`src/design/epd_pixel_pkg.sv`:
```
// ********************************************************************
// Shared types for the e-paper pixel pipeline: state word, mode and
// drive encodings, command and preset constants, stage structs
// ********************************************************************
package epd_pixel_pkg;

    // VRAM state word
    // Manual LUT source value is {mode[1:0], src_lo}, sharing mode bits 13-12
    // Fast mono low nibble: mindrv 3-2, reserved 1, previous colour 0
    typedef struct packed {
        logic [3:0] mode;
        logic [1:0] src_lo;
        logic [5:0] framecnt;
        logic [3:0] low;
    } pixel_state_t;

    // Manual modes match on mode[3:2] only
    localparam logic [1:0] MODE_MANUAL_LUT_NO_DITHER  = 2'd0;
    localparam logic [1:0] MODE_MANUAL_LUT_BLUE_NOISE = 2'd1;
    localparam logic [3:0] MODE_FAST_MONO_NO_DITHER   = 4'd8;
    localparam logic [3:0] MODE_FAST_MONO_BAYER       = 4'd9;
    localparam logic [3:0] MODE_FAST_MONO_BLUE_NOISE  = 4'd10;

    typedef enum logic [1:0] {
        MANUAL_LUT = 2'b00,
        FAST_MONO  = 2'b01
    } base_mode_t;

    typedef enum logic [2:0] {
        NONE    = 3'b000,
        BAYER   = 3'b001,
        BN_1BIT = 3'b010,
        BN_4BIT = 3'b011
    } dither_t;

    // Panel drive code, 2'b11 is never issued
    typedef enum logic [1:0] {
        NO_DRIVE    = 2'b00,
        DRIVE_BLACK = 2'b01,
        DRIVE_WHITE = 2'b10
    } drive_t;

    typedef enum logic [1:0] {
        OP_IDLE = 2'd0,
        OP_INIT = 2'd1,
        OP_RUN  = 2'd2
    } op_state_t;

    // External commands
    localparam logic [7:0] OP_EXT_REDRAW  = 8'h01;
    localparam logic [7:0] OP_EXT_SETMODE = 8'h02;

    // Set-mode parameter values
    localparam logic [7:0] SETMODE_MANUAL_LUT_NO_DITHER  = 8'd0;
    localparam logic [7:0] SETMODE_MANUAL_LUT_BLUE_NOISE = 8'd1;
    localparam logic [7:0] SETMODE_FAST_MONO_NO_DITHER   = 8'd2;
    localparam logic [7:0] SETMODE_FAST_MONO_BAYER       = 8'd3;
    localparam logic [7:0] SETMODE_FAST_MONO_BLUE_NOISE  = 8'd4;

    // Presets: mode, zero src, zero framecnt, low nibble all ones
    localparam pixel_state_t PRESET_MANUAL_ND =
        {MODE_MANUAL_LUT_NO_DITHER, 2'b00, 2'b00, 6'd0, 4'hF};
    localparam pixel_state_t PRESET_MANUAL_BN =
        {MODE_MANUAL_LUT_BLUE_NOISE, 2'b00, 2'b00, 6'd0, 4'hF};
    localparam pixel_state_t PRESET_MONO_ND = {MODE_FAST_MONO_NO_DITHER, 2'b00, 6'd0, 4'hF};
    localparam pixel_state_t PRESET_MONO_BD = {MODE_FAST_MONO_BAYER, 2'b00, 6'd0, 4'hF};
    localparam pixel_state_t PRESET_MONO_BN = {MODE_FAST_MONO_BLUE_NOISE, 2'b00, 6'd0, 4'hF};
    localparam pixel_state_t DEFAULT_STATE  = PRESET_MONO_ND;

    // Per-pixel input: dithered source forms, LUT read-out, VRAM word
    typedef struct packed {
        logic [3:0]   p_or;
        logic         p_bd;
        logic         p_n1;
        logic [3:0]   p_n4;
        drive_t       lut_rd;
        pixel_state_t state;
    } pixel_in_t;

    // Global operation control
    typedef struct packed {
        op_state_t  state;
        logic       valid;
        logic [7:0] cmd;
        logic [7:0] param;
        logic [7:0] framecnt;
    } op_ctrl_t;

    // Stage 1 to stage 2
    typedef struct packed {
        pixel_state_t state;
        base_mode_t   base_mode;
        logic [3:0]   vin;
        drive_t       lut_rd;
        logic         update_req;
        logic         set_mode_apply;
        logic [7:0]   param;
        logic         init_active;
        logic [3:0]   init_frame;
    } decoded_t;

    // Stage 2 to stage 3
    typedef struct packed {
        pixel_state_t state_next;
        drive_t       drive;
        logic         set_mode_apply;
        logic [7:0]   param;
        logic         init_active;
        logic [3:0]   init_frame;
    } updated_t;

endpackage
```
`src/design/pixel_pipe_top.sv`:
```
// ********************************************************************
// Three-stage pixel waveform pipeline, result 3 cycles after input
// ********************************************************************
`timescale 1ns/1ps
module pixel_pipe_top #(
    parameter logic [5:0] FASTM_B2W_FRAMES = 6'd9,
    parameter logic [5:0] FASTM_W2B_FRAMES = 6'd9
) (
    input  logic                        clk,
    input  logic                        arst_n,
    input  logic                        in_valid,
    input  epd_pixel_pkg::pixel_in_t    pix,
    input  epd_pixel_pkg::op_ctrl_t     op,
    input  logic [5:0]                  csr_lutframe,
    input  logic [1:0]                  csr_mindrv,
    output logic                        out_valid,
    output epd_pixel_pkg::pixel_state_t state_out,
    output epd_pixel_pkg::drive_t       drive
);

    logic                    dec_valid;
    epd_pixel_pkg::decoded_t dec;
    logic                    upd_valid;
    epd_pixel_pkg::updated_t upd;

    pixel_decode pixel_decode_inst (
        .clk       (clk),
        .arst_n    (arst_n),
        .in_valid  (in_valid),
        .pix       (pix),
        .op        (op),
        .dec_valid (dec_valid),
        .dec       (dec)
    );

    // Mono transition lengths in frames
    waveform_update #(
        .FASTM_B2W_FRAMES (FASTM_B2W_FRAMES),
        .FASTM_W2B_FRAMES (FASTM_W2B_FRAMES)
    ) waveform_update_inst (
        .clk          (clk),
        .arst_n       (arst_n),
        .dec_valid    (dec_valid),
        .dec          (dec),
        .csr_lutframe (csr_lutframe),
        .csr_mindrv   (csr_mindrv),
        .upd_valid    (upd_valid),
        .upd          (upd)
    );

    mode_override mode_override_inst (
        .clk       (clk),
        .arst_n    (arst_n),
        .upd_valid (upd_valid),
        .upd       (upd),
        .out_valid (out_valid),
        .state_out (state_out),
        .drive     (drive)
    );

endmodule

```
`src/design/mode_override.sv`:
```
// ********************************************************************
// Stage 3: set-mode presets and init drive pattern
// ********************************************************************
`timescale 1ns/1ps
module mode_override (
    input  logic                        clk,
    input  logic                        arst_n,
    input  logic                        upd_valid,
    input  epd_pixel_pkg::updated_t     upd,
    output logic                        out_valid,
    output epd_pixel_pkg::pixel_state_t state_out,
    output epd_pixel_pkg::drive_t       drive
);

    epd_pixel_pkg::pixel_state_t state_d;
    epd_pixel_pkg::drive_t       drive_d;

    always_comb begin
        state_d = upd.state_next;
        drive_d = upd.drive;
        if (upd.set_mode_apply) begin
            case (upd.param)
                epd_pixel_pkg::SETMODE_MANUAL_LUT_BLUE_NOISE:
                    state_d = epd_pixel_pkg::PRESET_MANUAL_BN;
                epd_pixel_pkg::SETMODE_FAST_MONO_NO_DITHER:
                    state_d = epd_pixel_pkg::PRESET_MONO_ND;
                epd_pixel_pkg::SETMODE_FAST_MONO_BAYER:
                    state_d = epd_pixel_pkg::PRESET_MONO_BD;
                epd_pixel_pkg::SETMODE_FAST_MONO_BLUE_NOISE:
                    state_d = epd_pixel_pkg::PRESET_MONO_BN;
                // Manual no-dither, also taken for an invalid parameter
                default:
                    state_d = epd_pixel_pkg::PRESET_MANUAL_ND;
            endcase
        end
        // Init wins over everything
        // Frame bits 4-2 all set is the no-op window, bit 5 picks black
        if (upd.init_active) begin
            state_d = epd_pixel_pkg::DEFAULT_STATE;
            if (upd.init_frame[2:0] == 3'b111) begin
                drive_d = epd_pixel_pkg::NO_DRIVE;
            end else if (upd.init_frame[3]) begin
                drive_d = epd_pixel_pkg::DRIVE_BLACK;
            end else begin
                drive_d = epd_pixel_pkg::DRIVE_WHITE;
            end
        end
    end

    // Panel sees no drive until the first result
    always_ff @(posedge clk or negedge arst_n) begin
        if (!arst_n) begin
            out_valid <= 1'b0;
            drive     <= epd_pixel_pkg::NO_DRIVE;
        end else begin
            out_valid <= upd_valid;
            if (upd_valid) begin
                drive <= drive_d;
            end
        end
    end

    always_ff @(posedge clk) begin
        if (upd_valid) begin
            state_out <= state_d;
        end
    end

    // A result handed to the panel is fully known
    a_out_known: assert property (
        @(posedge clk) disable iff (!arst_n) out_valid |-> !$isunknown({state_out, drive})
    );

endmodule

```
`src/design/waveform_update.sv`:
```
// ********************************************************************
// Stage 2: next state and drive code for manual LUT and fast mono
// ********************************************************************
`timescale 1ns/1ps
module waveform_update #(
    parameter logic [5:0] FASTM_B2W_FRAMES = 6'd9,
    parameter logic [5:0] FASTM_W2B_FRAMES = 6'd9
) (
    input  logic                    clk,
    input  logic                    arst_n,
    input  logic                    dec_valid,
    input  epd_pixel_pkg::decoded_t dec,
    input  logic [5:0]              csr_lutframe,
    input  logic [1:0]              csr_mindrv,
    output logic                    upd_valid,
    output epd_pixel_pkg::updated_t upd
);

    epd_pixel_pkg::pixel_state_t st;
    epd_pixel_pkg::pixel_state_t st_next;
    epd_pixel_pkg::drive_t       drive_next;
    epd_pixel_pkg::drive_t       drive_toward;
    epd_pixel_pkg::drive_t       drive_hold;
    logic                        to_white;
    logic                        prev;
    logic [1:0]                  mindrv;
    logic [1:0]                  mindrv_dec;
    logic [5:0]                  framecnt_dec;
    logic [5:0]                  full_cnt;
    logic [5:0]                  reverse_cnt;

    assign st       = dec.state;
    assign to_white = dec.vin[3];
    // Fast mono fields of the low nibble
    assign prev     = st.low[0];
    assign mindrv   = st.low[3:2];

    assign framecnt_dec = st.framecnt - 6'd1;
    // Frame rate cap counts down and stops at zero
    assign mindrv_dec   = (mindrv != 2'd0) ? (mindrv - 2'd1) : 2'd0;
    assign full_cnt     = to_white ? FASTM_B2W_FRAMES : FASTM_W2B_FRAMES;
    // A reversal mid-drive only has to undo the frames already spent
    assign reverse_cnt  = full_cnt - st.framecnt + 6'd1;

    assign drive_toward = to_white ? epd_pixel_pkg::DRIVE_WHITE : epd_pixel_pkg::DRIVE_BLACK;
    assign drive_hold   = prev ? epd_pixel_pkg::DRIVE_WHITE : epd_pixel_pkg::DRIVE_BLACK;

    always_comb begin
        st_next    = st;
        drive_next = epd_pixel_pkg::NO_DRIVE;
        case (dec.base_mode)
            epd_pixel_pkg::MANUAL_LUT: begin
                if (st.framecnt != 6'd0) begin
                    // LUT in progress, source and target held
                    drive_next       = dec.lut_rd;
                    st_next.framecnt = framecnt_dec;
                end else if (dec.update_req) begin
                    // Old target becomes source, fresh LUT run toward vin
                    st_next = {st.mode[3:2], st.low, csr_lutframe, dec.vin};
                end
            end
            default: begin
                // Fast mono
                if (st.framecnt == 6'd0) begin
                    if (to_white != prev) begin
                        drive_next       = drive_toward;
                        st_next.framecnt = full_cnt;
                        st_next.low      = {csr_mindrv, 1'b0, to_white};
                    end
                end else if ((to_white != prev) && (mindrv == 2'd0)) begin
                    drive_next       = drive_toward;
                    st_next.framecnt = reverse_cnt;
                    st_next.low      = {csr_mindrv, 1'b0, to_white};
                end else begin
                    // Keep driving the current colour
                    drive_next         = drive_hold;
                    st_next.framecnt   = framecnt_dec;
                    st_next.low[3:2]   = mindrv_dec;
                end
            end
        endcase
    end

    always_ff @(posedge clk or negedge arst_n) begin
        if (!arst_n) begin
            upd_valid <= 1'b0;
        end else begin
            upd_valid <= dec_valid;
        end
    end

    always_ff @(posedge clk) begin
        if (dec_valid) begin
            upd.state_next     <= st_next;
            upd.drive          <= drive_next;
            upd.set_mode_apply <= dec.set_mode_apply;
            upd.param          <= dec.param;
            upd.init_active    <= dec.init_active;
            upd.init_frame     <= dec.init_frame;
        end
    end

    a_drive_legal: assert property (
        @(posedge clk) disable iff (!arst_n) upd_valid |-> (upd.drive != 2'b11)
    );

endmodule

```
`src/design/pixel_decode.sv`:
```
// ********************************************************************
// Stage 1: mode and command decode, clear colour, dither selection
// ********************************************************************
`timescale 1ns/1ps
module pixel_decode (
    input  logic                    clk,
    input  logic                    arst_n,
    input  logic                    in_valid,
    input  epd_pixel_pkg::pixel_in_t pix,
    input  epd_pixel_pkg::op_ctrl_t  op,
    output logic                    dec_valid,
    output epd_pixel_pkg::decoded_t  dec
);

    epd_pixel_pkg::base_mode_t base_mode;
    epd_pixel_pkg::dither_t    dither;
    logic                      redraw_en;
    logic                      set_mode_en;
    logic                      force_clear;
    logic [3:0]                clear_color;
    logic [3:0]                vin;

    // Mode field to base mode and dither kind
    always_comb begin
        base_mode = epd_pixel_pkg::FAST_MONO;
        dither    = epd_pixel_pkg::NONE;
        if (pix.state.mode[3:2] == epd_pixel_pkg::MODE_MANUAL_LUT_NO_DITHER) begin
            base_mode = epd_pixel_pkg::MANUAL_LUT;
        end else if (pix.state.mode[3:2] == epd_pixel_pkg::MODE_MANUAL_LUT_BLUE_NOISE) begin
            base_mode = epd_pixel_pkg::MANUAL_LUT;
            dither    = epd_pixel_pkg::BN_4BIT;
        end else begin
            // Unknown and dropped modes fall back to mono without dither
            case (pix.state.mode)
                epd_pixel_pkg::MODE_FAST_MONO_BAYER:      dither = epd_pixel_pkg::BAYER;
                epd_pixel_pkg::MODE_FAST_MONO_BLUE_NOISE: dither = epd_pixel_pkg::BN_1BIT;
                default:                                  dither = epd_pixel_pkg::NONE;
            endcase
        end
    end

    // Command decode
    assign redraw_en   = op.valid && (op.cmd == epd_pixel_pkg::OP_EXT_REDRAW);
    assign set_mode_en = op.valid && (op.cmd == epd_pixel_pkg::OP_EXT_SETMODE);
    // Set-mode outside frame zero only clears the pixel
    assign force_clear = redraw_en || (set_mode_en && (op.framecnt != 8'd0));

    // Manual clears to white, mono alternates with the global frame count
    assign clear_color = (base_mode == epd_pixel_pkg::MANUAL_LUT) ? 4'hF :
                         ((op.framecnt[4:3] == 2'b11) || op.framecnt[5]) ? 4'h0 : 4'hF;

    always_comb begin
        if (force_clear) begin
            vin = clear_color;
        end else begin
            case (dither)
                epd_pixel_pkg::BAYER:   vin = {4{pix.p_bd}};
                epd_pixel_pkg::BN_1BIT: vin = {4{pix.p_n1}};
                epd_pixel_pkg::BN_4BIT: vin = pix.p_n4;
                default:                vin = pix.p_or;
            endcase
        end
    end

    always_ff @(posedge clk or negedge arst_n) begin
        if (!arst_n) begin
            dec_valid <= 1'b0;
        end else begin
            dec_valid <= in_valid;
        end
    end

    // Payload loads only with a valid pixel
    always_ff @(posedge clk) begin
        if (in_valid) begin
            dec.state          <= pix.state;
            dec.base_mode      <= base_mode;
            dec.vin            <= vin;
            dec.lut_rd         <= pix.lut_rd;
            // Any forced clear restarts an idle manual pixel
            dec.update_req     <= force_clear;
            dec.set_mode_apply <= set_mode_en && (op.framecnt == 8'd0);
            dec.param          <= op.param;
            dec.init_active    <= (op.state == epd_pixel_pkg::OP_INIT);
            dec.init_frame     <= op.framecnt[5:2];
        end
    end

    a_dec_valid_known: assert property (
        @(posedge clk) disable iff (!arst_n) !$isunknown(dec_valid)
    );

endmodule

```
`config.mk`:
```
export PLATFORM = sky130hd
export DESIGN_NAME = pixel_pipe_top
export DESIGN_NICKNAME = d
export VERILOG_FILES = /design/src/design/epd_pixel_pkg.sv /design/src/design/pixel_pipe_top.sv /design/src/design/mode_override.sv /design/src/design/waveform_update.sv /design/src/design/pixel_decode.sv
export SDC_FILE = /design/constraint.sdc
export NUM_CORES = 1
export LEC_CHECK = 0
export ABC_AREA = 0
export BUFFER_PORTS_ARGS = -buffer_cell sky130_fd_sc_hd__buf_2
export CORE_ASPECT_RATIO = 0.6
export CORE_MARGIN = 1
export CORE_UTILIZATION = 56
export CTS_BUF_LIST = sky130_fd_sc_hd__clkbuf_8
export CTS_CLUSTER_DIAMETER = 50
export DETAILED_ROUTE_END_ITERATION = 7
export PLACE_DENSITY_LB_ADDON = 0.25
export SLEW_MARGIN = 20
export SYNTH_ARGS = -nofsm -noshare
export SYNTH_HDL_FRONTEND = slang
export SYNTH_HIERARCHICAL = 1
export SYNTH_SLANG_ARGS = --single-unit
```
`constraint.sdc`:
```
create_clock -name clk -period 3.1 [get_ports clk]
set_input_delay 0.93 -clock clk [delete_from_list [all_inputs] [get_ports clk]]
set_output_delay 0.93 -clock clk [all_outputs]
set_load 0.01 [all_outputs]
```
## Word level (Yosys, flattened, before mapping)

Index checks and enable logic that the tools add are counted.

- Register bits: 92
- Input bits: 66
- Logic and storage cells: 97

- Add/subtract/negate cells: 4
- Equal/unequal tests: 16
- Mux-type cells: 32
- Reduce and logical (&&, ||, !) cells: 16

Operators by type and width:

| kind | count |
|---|---|
| $pmux 16 s4 | 1 |
| $mux 10 | 3 |
| $mux 2 | 13 |
| $eq 8x2->1 const B | 3 |
| $mux 4 | 6 |
| $eq 8x1->1 const B | 2 |
| $mux 16 | 1 |
| $mux 14 | 1 |
| $pmux 4 s3 | 1 |
| $eq 4x4->1 const B | 2 |
| $eq 8x3->1 const B | 1 |
| $logic_not 2->1 | 4 |
| $logic_not 8->1 | 1 |
| $mux 8 | 1 |
| $reduce_bool 8->1 | 1 |
| $add 6x1->6 const B | 1 |
| $eq 3x2->1 const B | 2 |
| $logic_not 6->1 | 1 |
| $mux 3 | 2 |
| $mux 6 | 1 |
| $reduce_bool 6->1 | 1 |
| $sub 4x6->6 const A | 1 |
| $sub 6x1->6 const B | 1 |
| $logic_and 1x1->1 | 5 |
| other kinds (10) | 12 |

## Depth between registers and ports, before layout

- Word-level depth: 7
- Depth in mapped cells: 8
- Depth with buffers taken out: 6

## Cells and area by module

The synthesis kept the hierarchy.

By module, submodules not included:

| module | times used | cells an instance | area each (um^2) | seq. area each (um^2) |
|---|---|---|---|---|
| waveform_update | 1 | 136 | 1731.7 | 985.9 |
| pixel_decode | 1 | 81 | 1435.1 | 1166.1 |
| mode_override | 1 | 57 | 807.0 | 555.5 |

## Worst setup path after synthesis

No wires, ideal clock.

- Kind: flip-flop to flip-flop
- From: reg, netlist name pixel_decode_inst/dec[27]
- To: reg, netlist name waveform_update_inst/upd[26]
- Library setup time: 0.260 ns
- Arrival time: 1.984 ns
- Required time: 2.840 ns
- Path slack: 0.856 ns
- Cell stages (with the launch flop): 9
- Path buffers: 2
- Clock period less this slack: 2.244 ns
- Cells stage by stage: edfxtp_1 > inv_1 > ha_1 > or4b_4 > buf_6 > nor2_8 > and3_1 > buf_6 > mux2_4

==> results.toml <==
[status]
run_status = "finished clean"

[cts]
cts_tree = "built"
cts.sinks = 91
path_clk_slew_ns = 0.09
post_cts_setup_driven_buffer_insertion_count = 0
clock_tree.root_cell = "clkbuf_8"
cts_max_path_buffers = 2
htree_levels = 3
ctsResizeCount = 0
post_cts_hold_buffer_count = 0
cts_inserted_buffers = 9
clock_latency_late_sink_ns = 0.36

[power]
power.share.clock_pct = 28.8
static-leakage-power_nw = 1.83
max-vdd-ir-drop_mv = 0.336
power_report.internal_total_mw = 1.90
power.switching_fraction_pct = 23.4
comb_power_share_pct = 9.9
p_per_area_nw_per_um2 = 537
seq_power_share_pct = 61.3
netSwitchingPower_uw = 583

[placement]
dp_worst_setup_slack_ns = 0.647
dp.final_hpwl_mm = 5.45
gpl.final_weighted_congestion = 0.894
port_buffers = 84
placed_cell_area_sq_um = 4450

[floorplanning]
core_area_sq_um = 6760
initial_utilization_pct = 58.8
placementRows = 23
die_area_sq_um = 7450
die-width_um = 111
height_of_the_die_um = 67.3
top_level_ports = 85

[critical_path]
timing.critical_path.arrival_ns = 2.57
worst-endpoint-required_ns = 3.21
worst_path_max_fanout = 9
startpoint_class = "flop"
path_class = "reg -> reg"
critical_path.endpoint_type = "flop"
critPathLaunch = "pixel_decode_inst/dec[27]"
rr_startpoint = "pixel_decode_inst/dec[27]"

[logic_synthesis]
ys_dominant_reg_cell = "edfxtp_1"
synth_area_leader_cell = "edfxtp_1"
synth-edff-count = 86
asyncSetResetFlopFracSynth_pct = 5.49
post_synth.cell_area_avg_sq_um = 14.5
leading_cell_types_by_total_area_after_synthesis = "edfxtp_1 (65%), dfrtp_1 (3.1%), o21ai_0 (1.8%)"
yosys.area_share.xor_xnor_pct = 0.441
postSynthCellCount = 274
simple_gate_fraction_of_synth_area_pct = 12.8
complex_gate_fraction_of_the_synthesized_area_pct = 10.6
yosys.area.top_type_share_pct = 65.0
synth_nets = 345
ys_types = 61
yosys.area_share.adder_pct = 1.83
postSynthRegisterBits = 91
synth.area.mux_share_pct = 3.31
synth_top_family_by_area = "simple AND/OR/NAND/NOR gates"
yosysWarningCount = 6
mapped_cell_area_sq_um = 3970
seq_area_frac_synth_pct = 68.1

[grt]
first_global_vias = 2313
grt-ovfl-total = 0
grt_max_degree = 40
grt_pass1_wl_mm = 11.4
global_route.usage.total_pct = 20.9
antenna_found_initial = 0

[routing]
drc = 0
vias = 2590
drt_pre_antenna_iters = 6
drt-initial-drc-count = 293
post_drt_wl_per_cell_um = 16.3
avgViaCountPerCell = 5.73
wirelength_mm = 7.35
ant_nets = 0

[layout]
syn2layout_area_growth_pct = 16.5
antenna_cells_inserted = 0
layout.nets = 431
fin_util_pct = 68.5
drive_above_1_share_pct = 32.6
final_area_sq_um = 4630
fillers = 480

[sta]
fin_clk_skew_ns = 0.0127
layout_worst_path_cycle_share_pct = 79.4
finalHoldViolations = 0
max_freq_mhz = 406
final-setup-viol-count = 0
setup_ws_ns = 0.638
timing.final.max_slew_violations = 0
grt_setup_unrepaired = "no"
tightestPinTransition_ns = 0.870
timing.setup.tns_ns = 0
maxSlewHeadroom_pct = 42.0
final_period_minus_worst_setup_slack_ns = 2.46

[min_path]
holdCritPathClass = "in -> async"

[flow_run]
timing.max_cap.violations = 0
cells by family (layout without fill, tap and decap cells):
group / Yosys count / in the layout
xor+xnor: 2 / 2
flops: 91 / 91
other cells: 1 / 1
simple gates: 80 / 80
compound gates: 61 / 61
fa+ha+maj: 6 / 6
buf+inv: 22 / 113
mux: 11 / 11
per-layer routing:
metal  vias to the layer above  GRT usage, %  wire length, um
met4                         0          7.83              104
met5                         -             0                0
met2                       127          29.0             3000
met1                      1214          30.8             3590
met3                        15          6.64              659
li1                       1234             -                -
critical path, cell delays in order, from the launching register on:
cell and delay (ns):
edfxtp_1 0.50, inv_1 0.10, ha_1 0.20, or4b_4 0.56, nor2_8 0.18, and3_1 0.35, mux2_4 0.33
flip-flops by register name, summed over array words and instances (netlist names):
register,flops
mode_override_inst/drive,2
mode_override_inst/out_valid,1
mode_override_inst/state_out,16
pixel_decode_inst/dec,38
pixel_decode_inst/dec_valid,1
waveform_update_inst/upd,32
waveform_update_inst/upd_valid,1
cells in the mapped netlist (5+ instances only):
master / n
nor2_1: 9
a21oi_1: 5
nor2b_1: 6
clkbuf_1: 7
edfxtp_1: 86
ha_1: 5
mux2i_1: 6
o21ai_0: 14
and3_1: 6
inv_1: 11
and2_1: 9
nand2_1: 13
nand3_1: 6
dfrtp_1: 5
a31oi_1: 10
area by class of cell:
cell class	instances	area [sq um]	share of cell area (%)
Clock buffer	11	151	3.27
Sequential cell	91	2710	58.5
Timing Repair Buffer	86	435	9.41
Multi-Input combinational cell	161	1160	25.0
Tap cell	87	109	2.35
Clock inverter	5	27.5	0.595
Inverter	11	41.3	0.892
power groups by stage:
| stage | Combinational, mW | Sequential (mW) | Clock, mW |
|---|---|---|---|
| 2_1_floorplan | 0.139 | 1.53 | 0 |
| 3_3_place_gp | 0.242 | 1.55 | 0 |
| 3_5_place_dp | 0.245 | 1.55 | 0 |
| 4_1_cts | 0.246 | 1.52 | 0.741 |
| 5_1_grt | 0.271 | 1.54 | 0.794 |
| 6_report | 0.247 | 1.52 | 0.716 |
final timing paths:
kind | end | slack, ns | cells past startpoint
min reg2reg | waveform_update_inst/upd[5] | 0.42 | 0
min in group clk | waveform_update_inst/upd[5] | 0.42 | 0
max in group asynchronous | waveform_update_inst/upd_valid | 2.58 | 1
max | waveform_update_inst/upd[29] | 0.64 | 6
min | mode_override_inst/out_valid | 0.38 | 1
max reg2reg | waveform_update_inst/upd[29] | 0.64 | 6
per-stage QoR:
stage | instances | hold WS (ns) | power, mW
floorplan | 274 | 0.400 | 1.67
global placement | 436 | 0.403 | 1.79
detailed placement | 436 | 0.405 | 1.80
CTS | 452 | 0.360 | 2.51
global route | 452 | 0.360 | 2.60
finish | 452 | 0.376 | 2.49
layout by cell type (no fill, tap or decap), types with 3 or more instances in the layout:
master and instances:
nor3_1 4, inv_1 12, buf_2 84, or3_1 4, mux2_4 4, and3_1 6, ha_1 5, edfxtp_1 86
o21ai_0 14, a31oi_1 10, and2_1 9, dfrtp_1 5, nand2_1 13, a21oi_1 5, clkinv_2 3, nand3_1 6
o311ai_0 3, o21ai_1 3, nor2b_1 6, nor2_1 9, nand2b_1 4, mux2i_1 6, a32o_1 3, clkbuf_8 11
No activity file was read; power rests on OpenSTA's default activity.
